==> src/hw/synth_pkg.sv <==
`default_nettype none

package synth_pkg;

   // one key and one voice per slide switch
   localparam int num_voices = 8;

   typedef logic [num_voices-1:0] voice_mask_t;
   // offset binary, midscale is silence
   typedef logic [15:0] sample_t;
   typedef logic [31:0] phase_t;
   typedef logic [7:0] sine_addr_t;
   // 0 to 8 sounding voices
   typedef logic [3:0] voice_count_t;

   // phase step = f * 2^32 / 100 MHz
   // semitones upward from A4 at 440 Hz
   localparam phase_t note_increment [num_voices] = '{
      32'd18898, 32'd20022, 32'd21212, 32'd22474,
      32'd23810, 32'd25226, 32'd26726, 32'd28315
   };

   // roughly 256 / count, applied as multiply then >> 8
   // index 0 mutes the output
   localparam logic [7:0] mix_reciprocal [0:num_voices] = '{
      8'd0, 8'd255, 8'd128, 8'd85, 8'd64, 8'd51, 8'd42, 8'd36, 8'd32
   };

endpackage

`default_nettype wire

==> src/hw/sine_voice.sv <==
`timescale 1ns/100ps
`default_nettype none

module sine_voice #(
   parameter int voice_index = 0
) (
   input wire logic clk_100mhz,
   input wire logic sys_rst,
   input wire logic gate,
   output synth_pkg::sample_t sample
);

   import synth_pkg::*;

   typedef sample_t sine_table_t [256];

   // quarter wave from 1.5x - 0.5x^3, mirrored into four quadrants
   // offset binary around 32768
   function automatic sine_table_t build_sine();
      sine_table_t table_out;
      longint q;
      longint s;
      for (int i = 0; i < 256; i++) begin
         q = i % 64;
         // second and fourth quadrants run backwards
         if ((i / 64) % 2 == 1) begin
            q = 64 - q;
         end
         s = ((3 * q * 64 * 64 - q * q * q) * 32767) / (2 * 64 * 64 * 64);
         if (i < 128) begin
            table_out[i] = sample_t'(32768 + s);
         end else begin
            table_out[i] = sample_t'(32768 - s);
         end
      end
      return table_out;
   endfunction

   localparam sine_table_t sine_table = build_sine();

   phase_t phase;
   sine_addr_t sine_addr;

   // table index from the top phase bits
   assign sine_addr = phase[31:24];

   // phase restarts at zero on every key-down
   always_ff @(posedge clk_100mhz) begin
      if (sys_rst || !gate) begin
         phase <= '0;
      end else begin
         phase <= phase + note_increment[voice_index];
      end
   end

   // registered rom read, second cycle of latency
   always_ff @(posedge clk_100mhz) begin
      sample <= sine_table[sine_addr];
   end

endmodule

`default_nettype wire

==> config.mk <==
export PLATFORM = sky130hd
export DESIGN_NAME = sine_voice
export DESIGN_NICKNAME = d
export VERILOG_FILES = /design/src/hw/synth_pkg.sv /design/src/hw/sine_voice.sv
export SDC_FILE = /design/constraint.sdc
export NUM_CORES = 1
export LEC_CHECK = 0
export ABC_CLOCK_PERIOD_IN_PS = 7450
export CELL_PAD_IN_SITES_DETAIL_PLACEMENT = 1
export CELL_PAD_IN_SITES_GLOBAL_PLACEMENT = 1
export CORE_ASPECT_RATIO = 0.7
export CORE_MARGIN = 2
export CORE_UTILIZATION = 40
export DETAILED_ROUTE_END_ITERATION = 16
export DONT_BUFFER_PORTS = 1
export PLACE_DENSITY = 0.77
export SLEW_MARGIN = 20
export SYNTH_ARGS = -nofsm -noshare
export SYNTH_HDL_FRONTEND = slang
export SYNTH_SLANG_ARGS = --single-unit
export TNS_END_PERCENT = 1
==> constraint.sdc <==
create_clock -name clk_100mhz -period 7.45 [get_ports clk_100mhz]
set_input_delay 0.3725 -clock clk_100mhz [delete_from_list [all_inputs] [get_ports clk_100mhz]]
set_output_delay 0.3725 -clock clk_100mhz [all_outputs]
set_load 0.02 [all_outputs]
==> out/results.ini <==
[run_status]
status=complete, no violations

[synth]
synth-main-ff-cell=dfxtp_1
syn_nets=899
syn_area_um2=5950
syn_avg_cell_area_um2=6.84
ys_ff_latch=47
netlist_instances=869
ys_async_sr_fraction_pct=0
ys_seq_area_share_pct=15.8
yosysWarnings=0
ys_types=74
synth-edff-count=0

[timing]
finalSetupViolations=0
fin_skew_ps=11.7
final-hold-violation-count=0
slew_violations=0
slew_headroom_pct=18.6
finalCriticalPeriod_ps=3610
setup_slack_ps=3840
finalCritPeriodShare_pct=48.4
tns_ps=0
rsz0062_at_grt=no
worst_pin_slew_ps=1220
fmaxAchievable_mhz=277

[floorplanning]
pin_count=19
initial_core_util_pct=40.7
die_y_um=106
die_w_um=150
core_um2=14600
rows=37
die_area_um2=15900

[placement]
portBuffers=0
hpwl_um=22700
place_congestion=1.10
place_ws_ps=4080
dpl.cell_count=1000

[pwr]
ir_worst_vdd_v=0.0000689
leakagePower_nw=2.07
powerDensity_nw_per_um2=95.0

[drt]
drtIter0Drc=1424
via_per_inst=7.52
vias=7595
wire_per_inst_um=32.5
final_antenna_net_count=0
drc=0
wirelength_um=32800
drt_pass1_iterations=8

[finish]
mostFrequentLayoutCell=nor2_1
most-common-layout-cells=nor2_1, nand2_1, o21ai_0
area_growth_pct=3.47
final_cells=1010
multiInputGateArea_um2=4570
fin_util_pct=42.1
nNetsFinal=842
drive_gt1_share_pct=5.66
fillers=1897
final-seq-area_um2=951

[clock_tree]
htreeDepth=2
post_cts_buffers=0
root_buffer=clkbuf_16
numCtsBuffers=5
hold_buffers=0
cts_resized=0
cts_sinks=47
tritoncts=built
clk_pin_slew_ps=80
max-clock-path-buffers=2
clk_latency_ps=320

[global_routing]
gr-total-overflow=0
track_usage_pct=41.0
antenna_found_initial=3
grt_first_pass_wirelength_um=47600
grt_pass1_vias=7091
grt_max_degree=80

[run]
maxCapViolations=0

[worst_setup_path]
worst-setup-path-type=reg2reg
path_cells=buf_4 -> inv_1 -> ha_1 -> inv_1 -> ha_1 -> nand2b_1 -> o221ai_1 -> a31oi_1 -> a2111oi_0 -> a21oi_1
r2r_slack_ps=3840
cp_slowest_cell=ha_1
path_max_fanout=24
cp-start-kind=register
crit_path_end_kind=register
worst_ep_required_time_ps=7640
cp_data_arrival_time_ps=3800
slowest_delay_ps=600

[hold_path]
hp-class=reg2reg

## cell type report
type	instances	share of cell area, %
multi-input combinational	726	74.3
clock buffer	6	2.44
sequential	47	15.5
inverter	13	0.793
antenna	2	0.0813
timing repair buffer	19	2.32
clock inverter	2	0.671
tap	195	3.96
## Yosys cell counts, types with 5 or more instances
cell type | instances | share of area, %
a2111oi_0 | 5 | 0.74
a211o_1 | 5 | 0.74
a211oi_1 | 14 | 1.8
a21o_1 | 5 | 0.63
a21oi_1 | 66 | 5.6
a221oi_1 | 9 | 1.3
a311oi_1 | 8 | 1.2
a31oi_1 | 18 | 1.9
and2_1 | 8 | 0.84
and3_1 | 13 | 1.4
buf_1 | 8 | 0.50
buf_2 | 24 | 2.0
clkbuf_1 | 43 | 2.7
dfxtp_1 | 47 | 16
ha_1 | 26 | 5.5
inv_1 | 11 | 0.69
mux2i_1 | 5 | 0.84
mux4_2 | 6 | 2.3
nand2_1 | 80 | 5.0
nand2b_1 | 25 | 2.6
nand3_1 | 29 | 2.4
nor2_1 | 99 | 6.2
nor2b_1 | 31 | 3.3
nor3_1 | 24 | 2.0
o211ai_1 | 18 | 2.3
o21ai_0 | 69 | 5.8
o21ai_1 | 6 | 0.50
o221ai_1 | 8 | 1.2
o22ai_1 | 11 | 1.2
o311ai_0 | 18 | 2.7
o31ai_1 | 7 | 0.88
o32ai_1 | 6 | 0.88
or3_1 | 10 | 1.1
xnor2_1 | 15 | 2.2
xor2_1 | 9 | 1.3
## layer usage
metal / global-route usage [%] / wire length [µm] / up-vias
met5: 0 / 14 / -
met4: 18.7 / 1810 / 2
met3: 21.9 / 5880 / 169
met2: 50.9 / 11800 / 696
met1: 56.6 / 13300 / 3586
li1: - / - / 3142
## report_power, final
group          switching [mW]  total, mW  internal [mW]
logic                  0.0110     0.0181        0.00715
registers             0.00428      0.258          0.254
clock network           0.126      0.308          0.182
## critical path: cells and delay by family, from the launching register on
family          cells  cell delay [ps]
buf+inv             3              770
flops               1              320
compound gates      4              960
fa+ha+maj           2              930
simple gates        1              480
## state kept, by name (all words and copies together) (netlist names)
register  cells
phase        31
sample       16
## path summary, 6_finish.rpt
| path | endpoint | cells past startpoint | from |
|---|---|---|---|
| worst max-delay path | sample[4]$_DFF_P_ | 10 | phase[25]$_SDFF_PP0_ |
| worst min-delay path | phase[8]$_SDFF_PP0_ | 2 | phase[8]$_SDFF_PP0_ |
| worst max register to register | sample[4]$_DFF_P_ | 10 | phase[25]$_SDFF_PP0_ |
| worst min register to register | phase[8]$_SDFF_PP0_ | 2 | phase[8]$_SDFF_PP0_ |
## stage by stage
step | power (mW) | hold slack, ps | instance area, µm²
final | 0.584 | 456 | 6150
after floorplan | 0.278 | 430 | 5950
after global routing | 0.602 | 509 | 6150
after CTS | 0.588 | 456 | 6150
after detailed placement | 0.282 | 446 | 5960
after global placement | 0.281 | 443 | 5960
## cell families after synthesis
| logic type | count (synthesis) | share of synthesized area [%] |
|---|---|---|
| adder cells (fa/ha/maj) | 27 | 5.81 |
| AND/OR/NAND/NOR | 339 | 27.3 |
| AO/OA/AOI/OAI | 324 | 37.0 |
| multiplexers | 12 | 3.30 |
| XOR/XNOR | 24 | 3.53 |
| flip-flops | 47 | 15.8 |
| buffers and inverters | 96 | 7.32 |
(Power assumes the default switching activity.)
