--- config.mk ---
export PLATFORM = sky130hd
export DESIGN_NAME = note_decoder
export DESIGN_NICKNAME = d
export VERILOG_FILES = /design/src/hw/synth_pkg.sv /design/src/hw/note_decoder.sv
export SDC_FILE = /design/constraint.sdc
export NUM_CORES = 1
export LEC_CHECK = 0
export ABC_AREA = 1
export BUFFER_PORTS_ARGS = -buffer_cell sky130_fd_sc_hd__buf_4
export CORE_AREA = 2 2 39 41
export DETAILED_ROUTE_END_ITERATION = 6
export DIE_AREA = 0 0 41 43
export GPL_TIMING_DRIVEN = 0
export PLACE_DENSITY_LB_ADDON = 0.12
export SLEW_MARGIN = 15
export SYNTH_ARGS = -nofsm -noshare
export SYNTH_HDL_FRONTEND = slang
export SYNTH_SLANG_ARGS = --single-unit
--- constraint.sdc ---
create_clock -name clk_100mhz -period 1.6 [get_ports clk_100mhz]
set_clock_uncertainty 0.1 [all_clocks]
set_input_delay 0.24 -clock clk_100mhz [delete_from_list [all_inputs] [get_ports clk_100mhz]]
set_output_delay 0.24 -clock clk_100mhz [all_outputs]
set_load 0.1 [all_outputs]
--- src/hw/synth_pkg.sv ---
`default_nettype none

package synth_pkg;

   // one key and one voice per slide switch
   localparam int num_voices = 8;

   typedef logic [num_voices-1:0] voice_mask_t;
   // offset binary, midscale is silence
   typedef logic [15:0] sample_t;
   typedef logic [31:0] phase_t;
   typedef logic [7:0] sine_addr_t;
   // 0 to 8 sounding voices
   typedef logic [3:0] voice_count_t;

   // phase step = f * 2^32 / 100 MHz
   // semitones upward from A4 at 440 Hz
   localparam phase_t note_increment [num_voices] = '{
      32'd18898, 32'd20022, 32'd21212, 32'd22474,
      32'd23810, 32'd25226, 32'd26726, 32'd28315
   };

   // roughly 256 / count, applied as multiply then >> 8
   // index 0 mutes the output
   localparam logic [7:0] mix_reciprocal [0:num_voices] = '{
      8'd0, 8'd255, 8'd128, 8'd85, 8'd64, 8'd51, 8'd42, 8'd36, 8'd32
   };

endpackage

`default_nettype wire

--- src/hw/note_decoder.sv ---
`timescale 1ns/100ps
`default_nettype none

module note_decoder (
   input wire logic clk_100mhz,
   input wire logic sys_rst,
   input wire synth_pkg::voice_mask_t sw,
   output synth_pkg::voice_mask_t gate,
   output synth_pkg::voice_mask_t trigger
);

   import synth_pkg::*;

   // gate delayed by one more cycle
   voice_mask_t gate_prev;

   // switches sampled once, gate is the held key level
   always_ff @(posedge clk_100mhz) begin
      if (sys_rst) begin
         gate <= '0;
         gate_prev <= '0;
      end else begin
         gate <= sw;
         gate_prev <= gate;
      end
   end

   // key-down edge
   // high only in the first cycle of a new gate
   assign trigger = gate & ~gate_prev;

endmodule

`default_nettype wire

==> summary.md, run 1 <==
| Metric | Value |
|---|---|
| Largest net degree at the start of global routing | `11` |
| Area leader, netlist | `dfxtp_1` |
| CP endpoint kind | `primary output` |
| Min-Delay Path Class | `primary input to register` |
| Worst hold path startpoint | `sys_rst` |
| Power per Cell Area | `1070 mW/mm²` |
| Initial core utilization | `36.4%` |
| Clock sink count | `16` |
| Remaining Overflow, GRT | `0` |
| Core ar. | `0.00138 mm²` |
| Worst Path Arrival | `1.06 ns` |
| Vias in the first global route | `322` |
| Post-CTS Resized | `0` |
| Die Wd | `41 µm` |
| CP Class | `register to primary output` |
| VDD IR-drop max | `0.550 mV` |
| #FFs+latches synth | `16` |
| Register area share after synthesis | `63.5%` |
| P_leak | `0.404 nW` |
| Post-Syn Area per Cell | `8.69 µm²` |
| Outcome | `finished, final reports clean` |
| Drt via density | `4.07` |
| Residual DRC count | `0` |
| Cell count after synthesis | `58` |
| Mapped Nets | `68` |
| Clock tree buffer depth | `2` |
| Setup violators final | `0` |
| Max-cap violations | `0` |
| Clk Tree Root Cell | `clkbuf_4` |
| Placed cells | `98` |
| Drt initial violations | `3` |
| RSZ-0062 raised after global routing | `no` |
| Worst Setup Start Kind | `register` |
| Synth area leaders | `dfxtp_1 64%, nor2_1 16%, inv_1 12%, nor2_2 3.7%, buf_8 3.0%` |
| Cell Area, Synth | `504 µm²` |
| Netlist cell types | `6` |
| Share of the synthesized area in the top cell type | `63.5%` |
| Clock Latency Late Sink | `0.27 ns` |
| CTS clk-pin slew, worst paths | `0.08 ns` |
| Area post-placement | `795 µm²` |
| Minimum clock period | `1.40 ns` |
| Die area | `0.00176 mm²` |
| CP Cell Sequence | `inv_1, nor2_4, buf_4` |
| # port buffers | `24` |
| Final Cell Area | `817 µm²` |
| Avg WL per Cell | `7.95 µm` |
| GRT Overall Usage | `11.3%` |
| Final antenna-violating net count | `0` |
| Fin util | `59.0%` |
| Ys Warns | `0` |
| CP max-delay cell | `dfxtp_4` |
| TNS Setup | `0 ns` |
| Ant diodes | `0` |
| R2R Path Start | `gate[7]` |
| CP required | `1.26 ns` |
| CTS tree | `yes` |
| Setup bufs post-CTS | `0` |
| Worst Max-Slew Pin Slew | `0.280 ns` |
| Hold Buf Count CTS | `0` |
| Rows | `14` |
| Routed WL | `803 µm` |
| Initial antenna violation count | `0` |
| Crit path largest cell delay | `0.35 ns` |
| P&R area growth vs syn | `62.0%` |
| Vias | `411` |
| First-pass GRT wire length | `1.27 mm` |
| Final max-slew violation count | `0` |
| DRT Pass-1 Iters | `3` |
| Crit path launch | `gate[7]` |
| H-tree levels | `1` |
| Share of cells above drive strength 1 | `56.5%` |
| Fin Hold WS | `0.0430 ns` |
| Final hold viol count | `0` |
| Slew margin rel. | `81.5%` |
| Number of buffers created by CTS | `3` |
| NumNets Final | `97` |
| Crit-path max FO | `2` |
| Fin crit share | `87.7%` |
| Max frequency | `713 MHz` |
| Fin cells | `101` |
| Die span in y | `43 µm` |
| Post-DP HPWL | `620 µm` |
| Top Ports | `26` |
| Routability cong. | `0.577` |
## report_power, final
| group | internal (mW) | switching (mW) |
|---|---|---|
| Sequential | 0.411 | 0.0108 |
| Clock | 0.0871 | 0.109 |
| Combinational | 0.0625 | 0.198 |
## path summary, 6_finish.rpt
kind,end,cells past startpoint,slack [ns]
setup / recovery,trigger[7],3,0.20
hold / removal,gate[7],2,0.04
setup reg to reg,gate_prev[7],2,0.91
hold reg to reg,gate_prev[1],2,0.41
## placed cells by master (no fill, tap or decap), drive strengths merged
master   n
dfxtp   16
inv     16
buf     26
nor2    24
clkbuf   3
## cell type report
| cell class | count | area (µm²) |
|---|---|---|
| clock buffer | 3 | 22.5 |
| inverter | 16 | 60.1 |
| buffer | 2 | 26.3 |
| timing repair buffer | 24 | 180 |
| multi-input combinational | 24 | 158 |
| fill | 129 | 567 |
| tap | 16 | 20.0 |
| sequential | 16 | 350 |
## metrics by stage
stage                     power [mW]  setup WS [ns]
after floorplan                0.640          0.103
after global routing           0.924          0.139
after detailed placement       0.694          0.497
after global placement         0.692          0.497
after CTS                      0.898          0.178
final                          0.878          0.197
## registers in the layout, summed over array words and instances (netlist names)
register and flops:
gate 8, gate_prev 8
## critical path, delay by kind of cell (launching register included)
family	cells	cell delay, ns
and+or+nand+nor	1	0.09
DFF	1	0.35
buffers and inverters	2	0.34
## per-layer routing
layer	track usage (%)	vias to the layer above	routed length (µm)
li1	-	213	-
met1	13.2	182	321
met2	14.4	14	393
met3	4.19	2	79
met4	12.0	0	9
met5	0	-	0
## Yosys cell counts (all sizes together)
library cell / n
nor2: 24
dfxtp: 16
inv: 16
buf: 2
## cell families (layout without fill, tap and decap cells)
logic type | after synthesis | in the layout | share of synthesized area (%)
AND/OR/NAND/NOR | 24 | 24 | 19.4
flip-flops | 16 | 16 | 63.5
buffers and inverters | 18 | 45 | 17.1
Power figures use the tool's default switching activity.
==> run 2, diff against run 1 <==
Settings changed: SETUP_SLACK_MARGIN set to 0.3.
==> summary.md, run 2 (synthesis results as in run 1) <==
| Metric | Value |
|---|---|
| Fin crit share | `80.8% (-6.9 points)` |
| Share of cells above drive strength 1 | `66.3% (+9.8 points)` |
| Rows | `14 (unchanged)` |
| Number of buffers created by CTS | `3 (unchanged)` |
| NumNets Final | `98 (+1.0%)` |
| Fin Hold WS | `0.0366 ns (-0.00643 ns)` |
| Crit path depth | `3 (unchanged)` |
| Die span in y | `43 µm (unchanged)` |
| Metal2 WL | `486 µm (+24%)` |
| Hold Buf Count CTS | `0 (unchanged)` |
| P&R area growth vs syn | `87.3%` |
| Commonest non-fill, non-tap cell in the layout | `buf_4` |
| Worst Max-Slew Pin Slew | `0.280 ns (+0.000467 ns)` |
| Outcome | `finished, final reports clean` |
| Final antenna-violating net count | `0 (unchanged)` |
| CP required | `1.26 ns (about the same)` |
| Fin cells | `102 (+0.99%)` |
| Worst R2R End | `gate_prev[3]` |
| Power per Cell Area | `978 mW/mm² (-9.0%)` |
| Top layer in use | `met4` |
| Top Ports | `26 (unchanged)` |
| CP Class | `register to primary output` |
| Max frequency | `774 MHz (+8.5%)` |
| Final max-slew violation count | `0 (unchanged)` |
| R2R Path Start | `gate[3]` |
| CP max-delay cell | `dfxtp_4` |
| VDD IR-drop max | `0.612 mV (+11%)` |
| Reg2Reg Setup Slack | `0.86 ns (-0.05 ns)` |
| Remaining Overflow, GRT | `0 (unchanged)` |
| GRT Overall Usage | `12.2% (+0.81 points)` |
| CTS tree | `yes` |
| CP bufs+invs | `2 (unchanged)` |
| Worst Path Arrival | `0.95 ns (-0.11 ns)` |
| Crit-path max FO | `2 (unchanged)` |
| Top Registers | `gate: 8 flops, gate_prev: 8 flops` |
| DRT Pass-1 Iters | `2 (-1)` |
| Vias in the first global route | `375 (+16%)` |
| CP Cell Sequence | `inv_4, nor2_4, buf_12` |
| Ant diodes | `0 (unchanged)` |
| Placed cells | `98 (unchanged)` |
| Post-Route M1 WL | `344 µm (+7.2%)` |
| Hold path depth | `2 (unchanged)` |
| # port buffers | `24 (unchanged)` |
| Crit path largest cell delay | `0.36 ns (about the same)` |
| Worst R2R Path Depth | `3 (+1)` |
| CP endpoint kind | `primary output` |
| Die area | `0.00176 mm² (unchanged)` |
| Core ar. | `0.00138 mm² (unchanged)` |
| Met3 WL | `50 µm (-37%)` |
| Post-DP HPWL | `645 µm (+3.9%)` |
| Clock sink count | `16 (unchanged)` |
| CTS clk-pin slew, worst paths | `0.08 ns (about the same)` |
| Clk Tree Root Cell | `clkbuf_4` |
| Residual DRC count | `0 (unchanged)` |
| CP top delay family | `flip-flops` |
| Clock tree buffer depth | `2 (unchanged)` |
| Die Wd | `41 µm (unchanged)` |
| Most frequent cells in the layout | `17 x buf_4, 13 x nor2_1` |
| Avg WL per Cell | `8.70 µm (+9.4%)` |
| Min-Delay Path Class | `primary input to register` |
| Clock Latency Late Sink | `0.27 ns (about the same)` |
| Max-cap violations | `0 (unchanged)` |
| Routed WL | `887 µm (+10%)` |
| Fin util | `68.3% (+9.2 points)` |
| Initial antenna violation count | `0 (unchanged)` |
| Final hold viol count | `0 (unchanged)` |
| Hold EP | `gate[7]` |
| Vias | `413 (+0.49%)` |
| RSZ-0062 raised after global routing | `yes` |
| Initial core utilization | `36.4% (unchanged)` |
| P_leak | `0.446 nW (+10%)` |
| Minimum clock period | `1.29 ns (-0.110 ns)` |
| Drt via density | `4.05 (-0.50%)` |
| H-tree levels | `1 (unchanged)` |
| Drt initial violations | `2 (-1)` |
| Setup violators final | `0 (unchanged)` |
| Largest net degree at the start of global routing | `11 (unchanged)` |
| First-pass GRT wire length | `1.43 mm (+13%)` |
| Routability cong. | `0.526 (-8.9%)` |
| Slew margin rel. | `81.5% (about the same)` |
| Worst Setup Start Kind | `register` |
| Worst hold path startpoint | `sys_rst` |
| TNS Setup | `0 ns (unchanged)` |
-- run 2: what timing repair did --
action                                  in CTS  in global routing
endpoints found under the setup margin       8                  8
gates resized for setup                     24                  0
setup buffers                                1                  0
pin swaps                                    8                  0
-- run 2: area by class of cell --
class,count,area (µm²)
plain buffers,2,26.3
clock buffers,3,22.5
fillers,111,439
inverters,16,80.1
multi-input cells,24,158
flip-flops and latches,16,350
well taps,16,20.0
repair buffers,25,288
-- run 2: worst max path at each step --
stage                     startpoint          to  slack, ns
after floorplan              gate[0]  trigger[0]       0.18
after global placement       gate[2]  trigger[2]       0.52
after detailed placement     gate[1]  trigger[1]       0.52
after CTS                    gate[1]  trigger[1]       0.29
after global routing         gate[0]  trigger[0]       0.27
final                        gate[0]  trigger[0]       0.31
-- run 2: metrics by stage --
| stage | area [µm²] | setup WS (ns) | power (mW) |
|---|---|---|---|
| 5_1_grt | 945 | 0.274 | 0.956 |
| 3_3_place_gp | 815 | 0.522 | 0.700 |
| 2_1_floorplan | 614 | 0.176 | 0.649 |
| 6_report | 945 | 0.307 | 0.924 |
| 3_5_place_dp | 815 | 0.516 | 0.703 |
| 4_1_cts | 945 | 0.295 | 0.942 |
-- run 2: metal layers --
metal | vias up | track usage, %
li1 | 220 | -
met1 | 179 | 13.6
met2 | 12 | 19.1
met3 | 2 | 3.14
met4 | 0 | 8.00
met5 | - | 0
-- run 2: report_power, final --
| group | switching [mW] | total, mW | internal [mW] |
|---|---|---|---|
| clock network | 0.111 | 0.198 | 0.0871 |
| logic | 0.205 | 0.298 | 0.0931 |
| registers | 0.0167 | 0.428 | 0.411 |
| total | 0.332 | 0.924 | 0.592 |
