File: src/hw/synth_pkg.sv
`default_nettype none

package synth_pkg;

   // one key and one voice per slide switch
   localparam int num_voices = 8;

   typedef logic [num_voices-1:0] voice_mask_t;
   // offset binary, midscale is silence
   typedef logic [15:0] sample_t;
   typedef logic [31:0] phase_t;
   typedef logic [7:0] sine_addr_t;
   // 0 to 8 sounding voices
   typedef logic [3:0] voice_count_t;

   // phase step = f * 2^32 / 100 MHz
   // semitones upward from A4 at 440 Hz
   localparam phase_t note_increment [num_voices] = '{
      32'd18898, 32'd20022, 32'd21212, 32'd22474,
      32'd23810, 32'd25226, 32'd26726, 32'd28315
   };

   // roughly 256 / count, applied as multiply then >> 8
   // index 0 mutes the output
   localparam logic [7:0] mix_reciprocal [0:num_voices] = '{
      8'd0, 8'd255, 8'd128, 8'd85, 8'd64, 8'd51, 8'd42, 8'd36, 8'd32
   };

endpackage

`default_nettype wire

File: src/hw/pdm_modulator.sv
`timescale 1ns/100ps
`default_nettype none

module pdm_modulator (
   input wire logic clk_100mhz,
   input wire logic sys_rst,
   input wire synth_pkg::sample_t sample,
   output logic bit_out
);

   // low 16 bits hold the error, bit 16 the carry
   logic [16:0] acc;

   // first-order sigma-delta
   // ones density = sample / 65536
   always_ff @(posedge clk_100mhz) begin
      if (sys_rst) begin
         acc <= '0;
      end else begin
         acc <= {1'b0, acc[15:0]} + {1'b0, sample};
      end
   end

   // carry out is already registered
   assign bit_out = acc[16];

endmodule

`default_nettype wire

File: config.mk
export PLATFORM = sky130hd
export DESIGN_NAME = pdm_modulator
export DESIGN_NICKNAME = d
export VERILOG_FILES = /design/src/hw/synth_pkg.sv /design/src/hw/pdm_modulator.sv
export SDC_FILE = /design/constraint.sdc
export NUM_CORES = 1
export LEC_CHECK = 0
export ABC_AREA = 0
export BUFFER_PORTS_ARGS = -buffer_cell sky130_fd_sc_hd__buf_2
export CAP_MARGIN = 20
export CORE_ASPECT_RATIO = 2
export CORE_MARGIN = 2
export CORE_UTILIZATION = 40
export DETAILED_ROUTE_END_ITERATION = 8
export REMOVE_ABC_BUFFERS = 1
export SYNTH_ARGS = -nofsm -noshare
export SYNTH_HDL_FRONTEND = slang
export SYNTH_SLANG_ARGS = --single-unit
File: constraint.sdc
create_clock -name clk_100mhz -period 6.35 [get_ports clk_100mhz]
set_input_delay 0.635 -clock clk_100mhz [delete_from_list [all_inputs] [get_ports clk_100mhz]]
set_output_delay 0.635 -clock clk_100mhz [all_outputs]
set_load 0.1 [all_outputs]
==> reports/results.tsv, run 1 <==
metric	value	unit
Detailed Place HPWL	1950	um
Rel. slew slack	68.1	%
vias per inst	5.68	
Die Area	3400	sq um
Seq/Total Area, Yosys	29.1	%
Die Height	80.4	um
Pins Over Slew Limit	0	
vias	1034	
max_cap viols	0	
Initial DRC Count	21	
most frequent cells in the layout	18 x buf_2, 17 x dfxtp_1, 16 x nor2_1, 16 x ha_1, 15 x a21oi_1	
Synth async-reset ratio	0	%
CTS tree	done	
final hold viol count	0	
placer congestion estimate	0.807	
crit share post-route	39.0	%
Hold Crit Class	register to register	
Final TNS setup	0	ps
Worst Skew	3.18	ps
largest net degree at the start of global routing	23	
count of yosys warnings during synthesis	0	
FMAX	404	MHz
Worst-Skew Late Latency	260	ps
Layout area overhead	13.2	%
register bit total from synthesis	17	
H-tree depth	1	
CP Max Fanout	5	
Cells after DPL	178	
Routed WL	2460	um
crit start category	input port	
min Tclk post-route	2470	ps
CP top delay family	compound AO/OA/AOI/OAI gates	
Critical Path AT	2620	ps
WS Path Type	input port to register	
diode count	0	
Cells after Synth	135	
Slew @ Worst Pin	482	ps
status	completed	
CP Capture Type	register	
Fill cells	292	
Netlist cell types	40	
Max VDD drop	0.194	mV
vias in the first global route	1061	
number of synthesized flops with an enable pin	0	
syn avg cell area	8.66	sq um
input/output buffers	18	
die width	42.2	um
CTS Hold Bufs	0	
Core Rows	27	
Top reg by flops	acc	
Tot Pwr	0.597	mW
Post-CTS Setup Repair Bufs	0	
Top Ports	19	
ys flop type	dfxtp_1	
total grt overflow	0	
Pre-antenna DRT Iters	4	
total CTS buffers	3	
antenna violations before repair	0	
DRC	0	
most common cell after layout, fill and taps aside	buf_2	
hold_ws	570	ps
Finish-stage setup viols	0	
Crit-path slowest cell	fa_1	
# resized after CTS	0	
Largest register FFs	17	
share of layout cells above drive strength 1	17.6	%
GRT Resource Usage Total	15.8	%
core area	2770	sq um
Largest regs	acc (17)	
Place WS	3610	ps
first-pass GRT wire length	4210	um
leak pwr	0.608	nW
starting density of the core	42.2	%
largest stage delay on the critical path	410	ps
Cell Count, Final, Fillers Out	182	
final net count	189	
per-cell routed wire length	13.5	um
Final ANT Viol Nets	0	
Crit path buffers/inverters	1	
Clock Pin Slew Worst Setup and Hold Paths	70	ps
RSZ-0062 raised after global routing	no	
Root Driver	clkbuf_8	
Cell Area, Synth	1170	sq um
Clock Sinks	17	
Worst Path Required	6500	ps
Final WS setup	3880	ps
clock buffer depth	2	
critical path cell sequence	buf_2 -> ha_1 -> fa_1 -> a21o_1 -> a31oi_2 -> nor3_1 -> a311oi_1 -> mux2_1	
Power Dens Cells	452	nW/um^2
synth_stat cells (all sizes together) (2+ instances only):
| cell | n | area [sq um] |
|---|---|---|
| o31ai | 2 | 15.0 |
| xnor2 | 3 | 26.3 |
| a21oi | 15 | 75.1 |
| a311oi | 2 | 17.5 |
| mux2 | 4 | 45.0 |
| inv | 4 | 15.0 |
| nor2 | 16 | 60.1 |
| dfxtp | 17 | 340 |
| clkbuf | 3 | 12.5 |
| a21o | 3 | 22.5 |
| or3 | 3 | 20.0 |
| ha | 16 | 200 |
| o22ai | 3 | 18.8 |
| nand2 | 6 | 22.5 |
| o21ai | 6 | 30.0 |
| o211ai | 2 | 15.0 |
| nand3 | 2 | 10.0 |
| a31oi | 2 | 18.8 |
| nor2b | 5 | 31.3 |
| xor2 | 5 | 43.8 |
area by class of cell:
cell class / instances / area, sq um / area share (%)
multi-input combinational: 110 / 796 / 60.2
sequential: 17 / 340 / 25.7
timing repair buffer: 18 / 90.1 / 6.81
clock buffer: 4 / 45.0 / 3.41
tap: 29 / 36.3 / 2.74
inverter: 4 / 15.0 / 1.14
metal layers:
layer  GRT usage, %  routed length (um)  vias up
li1               -                   -      528
met1           15.7                 984      478
met2           30.5                1350       21
met3           2.47                  62        7
met4           7.81                  65        0
met5              0                   0        -
final timing paths:
check | from | to | slack, ps | cells past startpoint
max | sample[0] | acc[10] | 3880 | 8
min | acc[0] | acc[0] | 570 | 2
max reg2reg | acc[0] | acc[10] | 4060 | 7
min reg2reg | acc[0] | acc[0] | 570 | 2
power breakdown:
part / total (mW) / internal [mW] / switching, mW
sequential: 0.164 / 0.150 / 0.0135
combinational: 0.349 / 0.148 / 0.201
clock: 0.0843 / 0.0447 / 0.0397
total: 0.597 / 0.343 / 0.254
per-stage QoR:
stage                     instance area (sq um)  utilization [%]
after floorplan                            1150                -
after CTS                                  1320             47.7
final                                      1320             47.7
after detailed placement                   1280             46.1
after global routing                       1320             47.7
after global placement                     1280             46.1
worst register-to-register path: cells and delay by family, from the launching register on:
kind / cells / cell delay (ps)
compound gates: 3 / 810
fa+ha+maj: 2 / 620
flops: 1 / 310
mux: 1 / 340
simple gates: 1 / 100
logic make-up after synthesis:
group / Yosys count / synth area share (%)
multiplexers: 5 / 4.71
flip-flops: 17 / 29.1
buffers and inverters: 8 / 2.78
AO/OA/AOI/OAI: 42 / 23.0
XOR/XNOR: 8 / 6.00
adder cells (fa/ha/maj): 17 / 18.8
AND/OR/NAND/NOR: 38 / 15.5
Note: power is estimated with default switching activity, not from simulation.
==> run 2, diff against run 1 <==
clock period = 2.47 ns   (was 6.35 ns; I/O delays follow)
==> run 2 against run 1 <==
Die area did not move. Register-to-register slack got worse by 3900 ps. Clock power rose by 150%. Critical endpoint unchanged. Via count rose by 1.9%.
==> reports/results.tsv, run 2 (synthesized netlist as in run 1, its figures left out) <==
metric	value	unit
Slew @ Worst Pin	482	ps
FMAX	433	MHz
RSZ-0062 raised after global routing	no	
total CTS buffers	3	
Layout area overhead	13.2	%
antenna violations before repair	0	
Root Driver	clkbuf_8	
H-tree depth	1	
Top reg by flops	acc	
largest net degree at the start of global routing	23	
Routed WL	2460	um
final hold viol count	0	
Cells after DPL	178	
final core occ	47.7	%
Worst Path Required	2610	ps
Core Rows	27	
Pre-antenna DRT Iters	4	
clock buffer depth	2	
Clock power frac	13.6	%
die width	42.2	um
Post-CTS Setup Repair Bufs	0	
Pins Over Slew Limit	0	
min Tclk post-route	2310	ps
Worst Skew	1.07	ps
Finish-stage setup viols	0	
CP Max Fanout	5	
Initial DRC Count	24	
switching share of power	42.3	%
first-pass GRT wire length	4550	um
DP Area	1280	sq um
combinational power share	58.9	%
leak pwr	0.608	nW
internal power	0.882	mW
most common cell after layout, fill and taps aside	buf_2	
starting density of the core	42.2	%
Detailed Place HPWL	1960	um
Largest regs	acc (17)	
Switch Pwr	0.647	mW
crit share post-route	93.5	%
WS Path Type	register to register	
GRT Resource Usage Total	16.8	%
crit start category	register	
Final ANT Viol Nets	0	
Clock Sinks	17	
total grt overflow	0	
status	completed	
Cell Count, Final, Fillers Out	182	
vias	1054	
vias in the first global route	1113	
# resized after CTS	0	
Top Ports	19	
max_cap viols	0	
DRC	0	
Flop pwr share	27.5	%
Hold Crit Class	input port to register	
vias per inst	5.79	
Largest register FFs	17	
Power Dens Cells	1160	nW/um^2
Clock Pin Slew Worst Setup and Hold Paths	60	ps
input/output buffers	18	
final net count	189	
Die Height	80.4	um
Tot Pwr	1.53	mW
Max VDD drop	0.574	mV
diode count	0	
Worst-Skew Late Latency	250	ps
most frequent cells in the layout	18 x buf_2, 17 x dfxtp_1, 16 x nor2_1, 16 x ha_1, 15 x a21oi_1	
CTS Hold Bufs	0	
fin area	1320	sq um
Die Area	3400	sq um
Final TNS setup	0	ps
CP Capture Type	register	
Critical Path AT	2450	ps
Rel. slew slack	68.1	%
core area	2770	sq um
CTS tree	done	
share of layout cells above drive strength 1	17.6	%
per-cell routed wire length	13.5	um
placer congestion estimate	0.807	
run 2: cell counts in the layout (fill, tap and decap cells not counted):
No cell type changed its count.
run 2: power by group through the flow:
stage / clock [mW] / sequential [mW] / combinational, mW
floorplan: 0 / 0.454 / 0.689
global placement: 0 / 0.424 / 0.883
detailed placement: 0 / 0.429 / 0.893
CTS: 0.215 / 0.422 / 0.902
global route: 0.225 / 0.430 / 1.03
finish: 0.207 / 0.421 / 0.901
run 2: layout make-up:
class | instances | area, sq um
inverter | 4 | 15.0
clock buffer | 4 | 45.0
timing repair buffer | 18 | 90.1
multi-input combinational | 110 | 796
sequential | 17 | 340
fill | 291 | 1450
tap | 29 | 36.3
run 2: per-stage QoR:
stage                     worst slack [ps]  hold slack [ps]
after floorplan                        338              316
after global placement                 146              542
after detailed placement               101              556
after CTS                              164              338
after global routing                  37.0              355
final                                  161              335
run 2: per-layer routing:
layer  wire (um)  track usage (%)
met4          40             6.88
met1         948             16.8
met5           0                0
met2        1410             33.1
met3          65             2.47
run 2: path summary, 6_finish.rpt:
path / cells past startpoint / end / startpoint / slack, ps
hold reg to reg: 2 / acc[0] / acc[0] / 570
setup / recovery: 7 / acc[10] / acc[0] / 160
hold / removal: 3 / acc[0] / sample[0] / 330
setup reg to reg: 7 / acc[10] / acc[0] / 160
run 2: critical path: stages, from the launching register on:
cell      delay [ps]
dfxtp_1          300
ha_1             210
fa_1             410
a21o_1           220
a31oi_2          300
nor3_1           100
a311oi_1         300
mux2_1           350
==> run 3, diff against run 2 <==
PLACE_DENSITY = 0.68   (was not set)
clock period = 1.9 ns   (was 2.47 ns; I/O delays follow)
==> run 3 against run 2 <==
The run now ends with setup timing left. Combinational power is 90% higher. Clock skew increased by 2.2 ps. Final cell count is 14% higher. Sequential cell count is the same. Worst setup slack worse by 380 ps. Non-clock buffer count is 25 higher. Worst hold slack worse by 42 ps. Register-to-register slack worse by 380 ps. First-iteration DRC count grew 100%. Largest cell class unchanged. Largest power group unchanged.
==> reports/results.tsv, run 3 (synthesized netlist as in run 1, its figures left out) <==
metric	value	unit
Routed WL	3090	um
CTS Hold Bufs	0	
internal power	1.49	mW
DRC	0	
share of layout cells above drive strength 1	41.0	%
placer congestion estimate	0.865	
Top Ports	19	
Layout area overhead	41.0	%
Worst Path Required	2050	ps
Cell Count, Final, Fillers Out	207	
most common cell after layout, fill and taps aside	buf_4	
FF-to-FF Start	acc[0]	
failing checks	setup timing	
min Tclk post-route	2120	ps
reg2reg end	acc[10]	
Pins Over Slew Limit	0	
CP top delay family	compound AO/OA/AOI/OAI gates	
WHS Path Cells	3	
Clock Sinks	17	
Slew @ Worst Pin	484	ps
Rel. slew slack	68.0	%
starting density of the core	42.2	%
FF-to-FF setup slack	-220	ps
Tot Pwr	2.56	mW
Clock Pin Slew Worst Setup and Hold Paths	70	ps
Hold Path Origin	sample[0]	
GRT Resource Usage Total	17.7	%
Root Driver	clkbuf_8	
Hold Crit Class	input port to register	
WS Path Type	register to register	
clock buffer depth	2	
Top reg by flops	acc	
RSZ-0062 raised after global routing	yes	
total CTS buffers	3	
Max VDD drop	0.920	mV
Pre-antenna DRT Iters	4	
total grt overflow	0	
Cells after DPL	194	
critical path cell sequence	ha_4 -> fa_2 -> a21o_1 -> a31oi_4 -> nor3_2 -> a311oi_1 -> mux2_2	
Finish-stage setup viols	5	
Worst Skew	3.27	ps
crit start category	register	
Final TNS setup	-666	ps
die width	42.2	um
vias	1179	
Largest regs	acc (17)	
Final WS setup	-217	ps
H-tree depth	1	
FF+latch area	343	sq um
first-pass GRT wire length	4690	um
Flop pwr share	21.8	%
final hold viol count	0	
switching share of power	41.9	%
Fill cells	234	
largest net degree at the start of global routing	23	
largest stage delay on the critical path	370	ps
Power Dens Cells	1550	nW/um^2
Largest register FFs	17	
Clock power frac	11.4	%
per-cell routed wire length	14.9	um
final net count	214	
Switch Pwr	1.07	mW
CP Max Fanout	3	
CP Capture Type	register	
Crit-path slowest cell	mux2_2	
max_cap viols	0	
core area	2770	sq um
area of the multi-input gates	922	sq um
most frequent cells in the layout	23 x buf_4, 18 x buf_2, 15 x nor2_1, 15 x dfxtp_1, 14 x a21oi_1	
crit share post-route	111	%
Core Rows	27	
Initial DRC Count	49	
Die Height	80.4	um
combinational power share	66.8	%
vias in the first global route	1163	
Detailed Place HPWL	2140	um
CTS tree	done	
diode count	0	
Critical Path AT	2270	ps
antenna violations before repair	0	
FMAX	472	MHz
Hold EP	acc[0]	
status	finished, violations left	
vias per inst	5.70	
input/output buffers	18	
Crit path buffers/inverters	0	
R2R depth	7	
Worst-Skew Late Latency	260	ps
Die Area	3400	sq um
leak pwr	0.753	nW
Final ANT Viol Nets	0	
[run 3: metrics by stage]
step / setup slack, ps / instance area, sq um / hold WS [ps] / utilization (%)
global route: -253 / 1650 / 310 / 59.5
floorplan: -232 / 1150 / 259 / -
global placement: -260 / 1400 / 526 / 50.5
detailed placement: -296 / 1400 / 542 / 50.5
CTS: -156 / 1470 / 307 / 53.1
finish: -217 / 1650 / 293 / 59.5
[run 3: worst max-delay path by stage]
stage	start	to	slack [ps]	cells past startpoint
floorplan	acc[0]	acc[10]	-230	7
global placement	sample[0]	acc[10]	-260	8
detailed placement	sample[0]	acc[10]	-300	8
CTS	acc[0]	acc[10]	-160	7
global route	acc[0]	acc[10]	-250	7
finish	acc[0]	acc[10]	-220	7
[run 3: tightest hold or removal path, stage by stage]
cell	delay, ps
buf_2	100
ha_4	110
nor2b_1	110
[run 3: per-layer routing]
layer	GRT usage (%)	wire, um	vias up
met2	36.3	1800	40
met5	0	0	-
li1	-	-	578
met1	16.1	1080	551
met3	2.92	119	10
met4	7.19	94	0
[run 3: cell type report]
cell class | count | share of cell area, %
multi-input combinational | 110 | 56.0
sequential | 17 | 20.8
clock buffer | 3 | 2.51
tap | 29 | 2.20
timing repair buffer | 43 | 17.3
clock inverter | 1 | 0.304
inverter | 4 | 0.911
[run 3: timing repair]
action | 4_1_cts | 5_1_grt
pin swaps | 5 | 10
setup endpoints to repair | 6 | 9
hold endpoints to repair | 0 | 0
resized for setup | 6 | 26
buffers inserted | 1 | 8
[run 3: power groups by stage]
stage               clock [mW]  combinational, mW  sequential (mW)
global placement             0               1.30            0.548
floorplan                    0              0.895            0.590
global route             0.306               1.86            0.570
detailed placement           0               1.34            0.555
finish                   0.291               1.71            0.557
CTS                      0.293               1.40            0.547
