**config.mk**
```make
export PLATFORM = sky130hd
export DESIGN_NAME = adsr_envelope
export DESIGN_NICKNAME = d
export VERILOG_FILES = /design/src/hw/envelope_pkg.sv /design/src/hw/adsr_envelope.sv
export SDC_FILE = /design/constraint.sdc
export NUM_CORES = 1
export LEC_CHECK = 0
export BUFFER_PORTS_ARGS = -buffer_cell sky130_fd_sc_hd__clkbuf_2
export CAP_MARGIN = 25
export CORE_UTILIZATION = 60
export DETAILED_ROUTE_END_ITERATION = 10
export PLACE_DENSITY = 0.81
export SLEW_MARGIN = 20
export SYNTH_ARGS = -nofsm -noshare
export SYNTH_HDL_FRONTEND = slang
export SYNTH_SLANG_ARGS = --single-unit
```
**constraint.sdc**
```tcl
create_clock -name clk_100mhz -period 3.5 [get_ports clk_100mhz]
set_input_delay 0.525 -clock clk_100mhz [delete_from_list [all_inputs] [get_ports clk_100mhz]]
set_output_delay 0.525 -clock clk_100mhz [all_outputs]
set_load 0.01 [all_outputs]
```
**src/hw/envelope_pkg.sv**
```systemverilog
`default_nettype none

package envelope_pkg;

   // adsr phases, idle means the voice is silent
   typedef enum logic [2:0] {
      env_idle,
      env_attack,
      env_decay,
      env_sustain,
      env_release
   } env_state_t;

   // 16'hffff is just under unity gain
   typedef logic [15:0] env_level_t;

endpackage

`default_nettype wire

```
**src/hw/adsr_envelope.sv**
```systemverilog
`timescale 1ns/100ps
`default_nettype none

module adsr_envelope #(
   parameter int clk_freq = 100_000_000,
   parameter int attack_ms = 50,
   parameter int decay_ms = 100,
   parameter int release_ms = 200,
   parameter envelope_pkg::env_level_t peak_level = 16'hf000,
   parameter envelope_pkg::env_level_t sustain_level = 16'h8000
) (
   input wire logic clk_100mhz,
   input wire logic sys_rst,
   input wire logic gate,
   input wire logic trigger,
   output envelope_pkg::env_level_t level,
   output logic busy
);

   import envelope_pkg::*;

   // clock cycles per millisecond tick
   localparam int tick_div = clk_freq / 1000;
   localparam int tick_w = $clog2(tick_div);

   // per-tick steps, never below one lsb
   localparam int attack_raw = peak_level / attack_ms;
   localparam int decay_raw = (peak_level - sustain_level) / decay_ms;
   localparam int release_raw = sustain_level / release_ms;
   localparam logic [16:0] attack_inc = 17'((attack_raw > 0) ? attack_raw : 1);
   localparam logic [16:0] decay_inc = 17'((decay_raw > 0) ? decay_raw : 1);
   localparam logic [16:0] release_inc = 17'((release_raw > 0) ? release_raw : 1);

   env_state_t state;
   logic [tick_w-1:0] tick_cnt;
   logic ms_tick;
   // one spare bit so ramps cannot wrap
   logic [16:0] level_ext;

   assign ms_tick = (tick_cnt == tick_w'(tick_div - 1));
   assign level_ext = {1'b0, level};
   assign busy = (state != env_idle);

   // free-running millisecond prescaler
   always_ff @(posedge clk_100mhz) begin
      if (sys_rst || ms_tick) begin
         tick_cnt <= '0;
      end else begin
         tick_cnt <= tick_cnt + 1'b1;
      end
   end

   always_ff @(posedge clk_100mhz) begin
      if (sys_rst) begin
         state <= env_idle;
         level <= '0;
      end else if (trigger) begin
         // restart attack from wherever the level is
         state <= env_attack;
      end else begin
         case (state)
            env_attack: begin
               if (!gate) begin
                  state <= env_release;
               end else if (ms_tick) begin
                  // clamp at peak then fall toward sustain
                  if (level_ext + attack_inc >= {1'b0, peak_level}) begin
                     level <= peak_level;
                     state <= env_decay;
                  end else begin
                     level <= level + attack_inc[15:0];
                  end
               end
            end
            env_decay: begin
               if (!gate) begin
                  state <= env_release;
               end else if (ms_tick) begin
                  if (level_ext <= {1'b0, sustain_level} + decay_inc) begin
                     level <= sustain_level;
                     state <= env_sustain;
                  end else begin
                     level <= level - decay_inc[15:0];
                  end
               end
            end
            env_sustain: begin
               // held for as long as the key is down
               level <= sustain_level;
               if (!gate) begin
                  state <= env_release;
               end
            end
            env_release: begin
               if (ms_tick) begin
                  if (level_ext <= release_inc) begin
                     level <= '0;
                     state <= env_idle;
                  end else begin
                     level <= level - release_inc[15:0];
                  end
               end
            end
            default: begin
               level <= '0;
               state <= env_idle;
            end
         endcase
      end
   end

endmodule

`default_nettype wire

```
==> flow_summary.json, run 1 <==
{
  "initial_core_util_pct": 62.5,
  "clkPwrFrac_pct": 39.1,
  "firstDrtPassIters": 5,
  "setup_slack_ns": 0.613,
  "die_h_um": 69.3,
  "clkSlewWorstSetupHoldPaths_ns": 0.08,
  "holdBufCountCts": 0,
  "avgViaCountPerCell": 6.73,
  "nets": 384,
  "cts_root_buf": "clkbuf_8",
  "gp_congestion": 1.01,
  "core_um2": 4350,
  "htreeDepth": 2,
  "worst_pin_slew_ns": 0.735,
  "crit_required_ns": 3.70,
  "p_sw_share_pct": 28.1,
  "worst-r2r-cell-count": 9,
  "yosys_warnings": 0,
  "die_area_um2": 4810,
  "cp.arrival_ns": 3.08,
  "clockBufferDepth": 2,
  "drt_iter0_drc": 348,
  "wl_per_cell_um": 16.8,
  "drv_cap": 0,
  "relSlewSlack_pct": 50.8,
  "postSynthCellCount": 368,
  "hold_violations": 0,
  "antenna_found_initial": 0,
  "p_comb_share_pct": 8.9,
  "status": "finished, final reports clean",
  "yosysSeqAreaShare_pct": 26.5,
  "cts_resized": 0,
  "clock_latency_ns": 0.30,
  "peakVddDrop_uv": 176,
  "yosysTopAreaCellShare_pct": 26.5,
  "seqCellArea_um2": 721,
  "max_freq_ghz": 0.346,
  "drv_slew": 0,
  "die_w_um": 69.3,
  "rsz0062_at_grt": "no",
  "fin_tns_setup_ns": 0,
  "holdCritPathClass": "reg -> reg",
  "multiInputGateArea_um2": 1850,
  "syn_avg_cell_area_um2": 7.40,
  "dpl.hpwl_um": 4770,
  "cts_made_buffers": 5,
  "rows": 24,
  "vias": 2866,
  "period_share_pct": 82.5,
  "seqPwrFrac_pct": 52.0,
  "grt_max_degree": 19,
  "grtUsageTotal_pct": 29.9,
  "start_kind": "flop",
  "cts_tree": "built",
  "synth_nets": 379,
  "synthArstFlopShare_pct": 0,
  "antennaDiodeCount": 0,
  "drive_above_1_share_pct": 12.8,
  "drt_wl_total_um": 7160,
  "worstSetupPathType": "reg -> reg",
  "hold_depth": 1,
  "p_switching_uw": 227,
  "syn-cell-area_um2": 2720,
  "synth.most_common_cell": "nor2_1",
  "cts_sinks": 36,
  "dp_slack_ns": 0.752,
  "leakagePower_nw": 1.12,
  "worstSetupEndpointType": "flop",
  "grt-ovfl-total": 0,
  "grt_pass1_vias": 2444,
  "synth-edff-count": 0,
  "ios": 21,
  "synthTopCellsByArea": "dfxtp_1 26%, nor2_1 7.0%, a21oi_1 5.0%",
  "yosysUniqueCellTypes": 69,
  "yosys_register_bits": 36,
  "p_int_uw": 580,
  "power_uw": 806,
  "final_antenna_net_count": 0,
  "syn_to_final_growth_pct": 6.94,
  "yosysTopAreaCell": "dfxtp_1",
  "setup_viol": 0,
  "period_needed_ns": 2.89,
  "port_buffers": 20,
  "fillers": 387,
  "grt_pass1_wl_um": 11800,
  "post_cts_buffers": 0,
  "worst_clock_skew_ns": 0.00259,
  "ys.flop_type": "dfxtp_1",
  "path_max_fanout": 11,
  "drc": 0,
  "p_per_area_nw_per_um2": 277,
  "synthTopCellsByCount": "51 x nor2_1, 36 x dfxtp_1, 32 x nand2_1"
}
==> cell usage in the layout, fill, tap and decap left out, drive strengths merged, types with 3 or more instances in the layout <==
cell and count:
nor2 51, dfxtp 36, nand2 33, a21oi 27, clkbuf 25, o21ai 20, inv 13, nand3 13
or3 8, xor2 8, xnor2 8, nor3 8, ha 7, o211ai 6, nor2b 6, and3 5
a31oi 5, a21o 5, o22ai 5, buf 5, nand4 4, o221ai 4, nand4b 3, nand2b 3
a32o 3, o31ai 3, a22o 3, a22oi 3, a221oi 3, and2 3, nor4 3, a31o 3
==> sequential cells by signal (all words and copies together) (netlist names) <==
signal and cells:
tick_cnt 17, level 16, state 3
==> metrics by stage <==
| step | hold WS (ns) | instances | util [%] | instance area [um2] |
|---|---|---|---|---|
| floorplan | 0.430 | 368 | - | 2720 |
| global placement | 0.444 | 418 | 64.7 | 2820 |
| detailed placement | 0.451 | 418 | 64.7 | 2820 |
| CTS | 0.479 | 426 | 66.8 | 2910 |
| global route | 0.521 | 426 | 66.8 | 2910 |
| finish | 0.476 | 426 | 66.8 | 2910 |
==> worst max-delay path, cell delays in order, from the launching register on <==
cell and delay (ns):
dfxtp_1 0.41, inv_1 0.13, ha_1 0.22, or4b_2 0.63, a311oi_2 0.38, nand2_1 0.16
a211o_1 0.34, o221ai_1 0.20, nand3_1 0.11, a22o_1 0.20
==> power by group through the flow <==
stage	registers, mW	clock network (mW)	logic, mW
6_report	0.420	0.315	0.0715
5_1_grt	0.421	0.339	0.0780
4_1_cts	0.419	0.323	0.0700
3_5_place_dp	0.429	0	0.0693
3_3_place_gp	0.429	0	0.0686
2_1_floorplan	0.426	0	0.0508
==> path summary, 6_finish.rpt <==
kind	startpoint	end	slack, ns
worst max-delay path	level[2]$_SDFFE_PP0P_	level[14]$_SDFFE_PP0P_	0.61
worst min-delay path	tick_cnt[0]$_SDFF_PP0_	tick_cnt[0]$_SDFF_PP0_	0.48
worst max register to register	level[2]$_SDFFE_PP0P_	level[14]$_SDFFE_PP0P_	0.61
worst min register to register	tick_cnt[0]$_SDFF_PP0_	tick_cnt[0]$_SDFF_PP0_	0.48
==> kinds of logic (layout without fill, tap and decap cells) <==
| family | count (synthesis) | after routing | synth area share, % |
|---|---|---|---|
| fa+ha+maj | 7 | 7 | 3.22 |
| simple gates | 153 | 153 | 28.8 |
| compound gates | 116 | 116 | 30.7 |
| buf+inv | 40 | 46 | 5.70 |
| flops | 36 | 36 | 26.5 |
| xor+xnor | 16 | 16 | 5.15 |
==> routing by layer <==
layer	track usage, %	routed length [um]	vias to the layer above
li1	-	-	1369
met3	4.94	672	21
met2	43.6	3100	166
met4	9.07	122	0
met5	0	0	-
met1	44.8	3270	1310
==> cell type report <==
type	instances	area share [%]
clock inverters	3	0.817
flip-flops and latches	36	24.8
inverters	13	1.68
repair buffers	25	4.73
well taps	52	2.24
clock buffers	5	2.36
multi-input cells	292	63.4
Power figures use the tool's default switching activity.
==> inputs of run 2 (changes only) <==
--- a/config.mk
+++ b/config.mk
@@ -7,9 +7,9 @@
 export LEC_CHECK = 0
 export BUFFER_PORTS_ARGS = -buffer_cell sky130_fd_sc_hd__clkbuf_2
 export CAP_MARGIN = 25
-export CORE_UTILIZATION = 60
+export CORE_UTILIZATION = 55
 export DETAILED_ROUTE_END_ITERATION = 10
-export PLACE_DENSITY = 0.81
+export PLACE_DENSITY = 0.78
 export SLEW_MARGIN = 20
 export SYNTH_ARGS = -nofsm -noshare
 export SYNTH_HDL_FRONTEND = slang
==> constraint.sdc (replaced) <==
create_clock -name clk_100mhz -period 2.4 [get_ports clk_100mhz]
set_input_delay 0.36 -clock clk_100mhz [delete_from_list [all_inputs] [get_ports clk_100mhz]]
set_output_delay 0.36 -clock clk_100mhz [all_outputs]
set_load 0.01 [all_outputs]
==> flow_summary.json, run 2 (synthesized netlist as in run 1, its figures left out) <==
{
  "status": "finished with violations",
  "violations": "setup timing",
  "ios": 21,
  "clockBufferDepth": 2,
  "firstDrtPassIters": 5,
  "peakVddDrop_uv": 328,
  "worst_clock_skew_ns": 0.00574,
  "multiInputGateArea_um2": 1970,
  "grtUsageTotal_pct": 30.7,
  "leakagePower_nw": 1.46,
  "gp_congestion": 0.926,
  "p_per_area_nw_per_um2": 351,
  "fillers": 350,
  "grt-ovfl-total": 0,
  "drc": 0,
  "setup_slack_ns": -0.0512,
  "die_w_um": 72.3,
  "grt_max_degree": 17,
  "vias": 3142,
  "grt_pass1_vias": 2829,
  "die_h_um": 72.3,
  "layout_commonest_cell": "buf_4",
  "core_um2": 4750,
  "antenna_found_initial": 0,
  "slowest_stage": "or4_4",
  "regMostFlops": "tick_cnt",
  "drv_slew": 0,
  "cts_root_buf": "clkbuf_8",
  "initial_core_util_pct": 57.2,
  "worstSetupPathType": "reg -> reg",
  "drive_above_1_share_pct": 29.5,
  "seqCellArea_um2": 729,
  "period_needed_ns": 2.45,
  "ff2ff_setup_slack_ns": -0.05,
  "nets": 441,
  "die_area_um2": 5230,
  "path_max_fanout": 4,
  "worstSetupEndpointType": "flop",
  "port_buffers": 20,
  "rsz0062_at_grt": "yes",
  "start_kind": "flop",
  "drt_iter0_drc": 275,
  "fin_cells": 498,
  "cts_made_buffers": 5,
  "hold_violations": 0,
  "relSlewSlack_pct": 63.3,
  "cp_common_cell": "buf_6",
  "avgViaCountPerCell": 6.31,
  "drv_cap": 0,
  "final_cell_mix": "57 x buf_4, 47 x nor2_1, 32 x nand2_1",
  "hold_slack_ns": 0.374,
  "antennaDiodeCount": 0,
  "cp_cell_sequence": "or4_4 -> nor4_4 -> nand2_2 -> a211oi_4 -> buf_6 -> buf_6 -> o22ai_1 -> a22o_1 -> a31o_1",
  "fin_tns_setup_ns": -0.115,
  "crit_required_ns": 2.60,
  "rows": 25,
  "worst_pin_slew_ns": 0.546,
  "setup_viol": 3,
  "clock_latency_ns": 0.29,
  "holdCritPathClass": "in -> reg",
  "largestRegisters": "tick_cnt: 17 flops, level: 16 flops, state: 3 flops",
  "htreeDepth": 2,
  "largest_reg_flops": 17,
  "period_share_pct": 102,
  "clkSlewWorstSetupHoldPaths_ns": 0.08,
  "dpl.hpwl_um": 5630,
  "place_inst": 480,
  "drt_wl_total_um": 8100,
  "max_freq_ghz": 0.408,
  "slowest_delay_ns": 0.54,
  "final_antenna_net_count": 0,
  "syn_to_final_growth_pct": 29.8,
  "cp.arrival_ns": 2.65,
  "cts_tree": "built",
  "cts_sinks": 36,
  "wl_per_cell_um": 16.3,
  "grt_pass1_wl_um": 12700
}
==> run 2: changes by cell type in the layout (fill, tap and decap cells not counted), moves of 2 or more <==
cell / before / now
dfxtp_1: 36 / 31
nor2_2: 0 / 3
a21oi_1: 27 / 23
nor2_1: 51 / 47
dfxtp_2: 0 / 4
clkinvlp_4: 2 / 0
buf_4: 5 / 57
a21oi_2: 0 / 4
buf_12: 0 / 2
buf_6: 0 / 3
ha_1: 7 / 5
==> run 2: critical path: cells and delay by family, from the launching register on <==
| kind | cells | cell delay, ns |
|---|---|---|
| AOI/OAI and AO/OA | 4 | 0.69 |
| and+or+nand+nor | 3 | 1.06 |
| DFF | 1 | 0.34 |
| buffers and inverters | 2 | 0.27 |
==> run 2: power breakdown <==
part / leakage, nW / internal, mW / switching (mW)
Clock: 0.0516 / 0.235 / 0.241
Combinational: 1.11 / 0.0724 / 0.0879
Sequential: 0.294 / 0.602 / 0.00352
==> run 2: layout make-up <==
type	instances	share of cell area (%)
flip-flops and latches	36	20.7
repair buffers	82	17.0
clock inverters	2	0.390
clock buffers	6	2.34
multi-input cells	292	55.8
well taps	67	2.37
inverters	13	1.45
==> run 2: repair_timing <==
action,4_1_cts,5_1_grt
hold buffers,0,0
gates resized for setup,3,23
setup buffers,1,9
setup endpoints to repair,7,16
pin swaps,1,13
gates cloned,0,0
==> run 2: routing by layer <==
layer | track usage, % | vias up | part of all wire (%)
li1 | - | 1479 | -
met1 | 38.5 | 1465 | 42
met2 | 51.1 | 154 | 46
met3 | 5.28 | 44 | 7.4
met4 | 14.8 | 0 | 4.1
met5 | 0 | - | 0
==> run 2: through the flow <==
stage                     total power [mW]  setup slack, ns  cell area, um2  utilization [%]
after global routing                  1.29           -0.180            3530             74.3
after CTS                             1.22          0.00226            3370             70.9
after floorplan                      0.697          0.00156            2780                -
final                                 1.24          -0.0512            3530             74.3
after detailed placement             0.754          -0.0445            3260             68.6
after global placement               0.751           0.0352            3260             68.6
==> run 2: final timing paths <==
kind | cells past startpoint | end | start
worst min register to register | 2 | tick_cnt[13]$_SDFF_PP0_ | tick_cnt[13]$_SDFF_PP0_
worst min-delay path | 3 | state[1]$_SDFFE_PP0P_ | gate
worst max register to register | 9 | level[6]$_SDFFE_PP0P_ | tick_cnt[13]$_SDFF_PP0_
worst max-delay path | 9 | level[6]$_SDFFE_PP0P_ | tick_cnt[13]$_SDFF_PP0_
==> inputs of run 3 (changes only) <==
--- a/config.mk
+++ b/config.mk
@@ -5,7 +5,7 @@
 export SDC_FILE = /design/constraint.sdc
 export NUM_CORES = 1
 export LEC_CHECK = 0
-export BUFFER_PORTS_ARGS = -buffer_cell sky130_fd_sc_hd__clkbuf_2
+export BUFFER_PORTS_ARGS = -buffer_cell sky130_fd_sc_hd__buf_2
 export CAP_MARGIN = 25
 export CORE_UTILIZATION = 55
 export DETAILED_ROUTE_END_ITERATION = 10
==> flow_summary.json, run 3 (synthesized netlist as in run 1, its figures left out) <==
{
  "antenna_found_initial": 0,
  "hold_depth": 3,
  "grt_pass1_wl_um": 13200,
  "dpl.hpwl_um": 5840,
  "grtUsageTotal_pct": 31.8,
  "final_cell_mix": "51 x buf_4, 48 x nor2_1, 32 x dfxtp_1",
  "fin_tns_setup_ns": -0.0183,
  "worstSetupEndpointType": "flop",
  "htreeDepth": 2,
  "max_freq_ghz": 0.414,
  "worst_pin_slew_ns": 0.612,
  "grt_pass1_vias": 2782,
  "die_area_um2": 5230,
  "drv_slew": 0,
  "worstSetupPathType": "reg -> reg",
  "clock_latency_ns": 0.30,
  "drt_wl_total_um": 9040,
  "rsz0062_at_grt": "yes",
  "largest_reg_flops": 17,
  "rows": 25,
  "firstDrtPassIters": 6,
  "die_w_um": 72.3,
  "holdCritPathClass": "in -> reg",
  "cp.arrival_ns": 2.61,
  "hold_violations": 0,
  "setup_viol": 1,
  "worst-r2r-cell-count": 8,
  "peakVddDrop_uv": 498,
  "drc": 0,
  "wl_per_cell_um": 18.3,
  "drv_cap": 0,
  "hold_slack_ns": 0.367,
  "path_max_fanout": 5,
  "core_um2": 4750,
  "avgViaCountPerCell": 6.53,
  "gp_congestion": 0.982,
  "die_h_um": 72.3,
  "largestRegisters": "tick_cnt: 17 flops, level: 16 flops, state: 3 flops",
  "routed.top_layer": "met4",
  "clockBufferDepth": 2,
  "nets": 436,
  "cts_tree": "built",
  "leakagePower_nw": 1.43,
  "drive_above_1_share_pct": 29.6,
  "vias": 3220,
  "cts_root_buf": "clkbuf_8",
  "initial_core_util_pct": 57.2,
  "grt_max_degree": 17,
  "drt_iter0_drc": 492,
  "period_needed_ns": 2.42,
  "p_per_area_nw_per_um2": 342,
  "cts_sinks": 36,
  "cts_made_buffers": 5,
  "regMostFlops": "tick_cnt",
  "violations": "setup timing",
  "layout_commonest_cell": "buf_4",
  "status": "finished with violations",
  "dr_wl_met3_um": 756,
  "relSlewSlack_pct": 58.8,
  "clkSlewWorstSetupHoldPaths_ns": 0.08,
  "setup_slack_ns": -0.0183,
  "crit_required_ns": 2.59,
  "final_antenna_net_count": 0,
  "ios": 21,
  "period_share_pct": 101,
  "met2_length_um": 4160,
  "syn_to_final_growth_pct": 29.2,
  "port_buffers": 20,
  "wl_met1_um": 3740,
  "grt-ovfl-total": 0,
  "worst_clock_skew_ns": 0.00400,
  "antennaDiodeCount": 0,
  "start_kind": "flop",
  "holdBufCountCts": 0
}
==> run 3: cell count changes in the layout (fill, tap and decap cells not counted), moves of 2 or more <==
cell      change
nor3_1        -2
buf_2        +21
nor2_2        -3
buf_4         -6
a21oi_1       -2
nor2_4        +2
buf_12        -2
clkbuf_2     -20
nor3_2        +2
==> run 3: repair_timing <==
item | CTS | global route
endpoints found under the setup margin | 0 | 17
gates resized for setup | 0 | 35
setup buffers | 0 | 8
hold endpoints to repair | 0 | 0
==> run 3: per-layer routing <==
layer  vias up  track usage [%]
met5         -                0
li1       1466                -
met3        56             4.58
met4         0             13.3
met2       225             51.8
met1      1473             42.1
==> run 3: worst max-delay path, cell delays in order, from the launching register on <==
cell and delay (ns):
dfxtp_1 0.32, or3_1 0.47, a2111oi_4 0.43, a21o_1 0.32, buf_4 0.20, a21oi_1 0.06, a21oi_1 0.15, o21ai_0 0.09
a32o_1 0.27
==> run 3: area by class of cell <==
| type | instances | area, um2 |
|---|---|---|
| repair buffers | 77 | 541 |
| well taps | 67 | 83.8 |
| fillers | 368 | 1240 |
| multi-input cells | 292 | 2020 |
| flip-flops and latches | 36 | 728 |
| inverters | 13 | 51.3 |
| clock buffers | 5 | 68.8 |
| clock inverters | 3 | 18.8 |
==> run 3: where the power goes <==
group          internal (mW)  total [mW]  switching (mW)
clock                  0.202       0.443           0.241
sequential             0.602       0.607         0.00507
combinational         0.0675       0.154          0.0866
total                  0.872        1.20           0.332
==> run 3: per-stage QoR <==
stage / area, um2 / util [%] / instances / power, mW / setup WS, ns
2_1_floorplan: 2780 / - / 368 / 0.697 / 0.00156
3_3_place_gp: 3200 / 67.2 / 475 / 0.744 / 0.0741
3_5_place_dp: 3200 / 67.2 / 475 / 0.746 / 0.0260
4_1_cts: 3280 / 69.1 / 483 / 1.18 / 0.00906
5_1_grt: 3520 / 73.9 / 493 / 1.24 / -0.0906
6_report: 3520 / 73.9 / 493 / 1.20 / -0.0183
==> run 3: final timing paths <==
| check | startpoint | endpoint | slack [ns] |
|---|---|---|---|
| min | gate | state[1]$_SDFFE_PP0P_ | 0.37 |
| max reg2reg | level[12]$_SDFFE_PP0P_ | level[13]$_SDFFE_PP0P_ | -0.02 |
| min reg2reg | tick_cnt[13]$_SDFF_PP0_ | tick_cnt[13]$_SDFF_PP0_ | 0.50 |
| max | level[12]$_SDFFE_PP0P_ | level[13]$_SDFFE_PP0P_ | -0.02 |
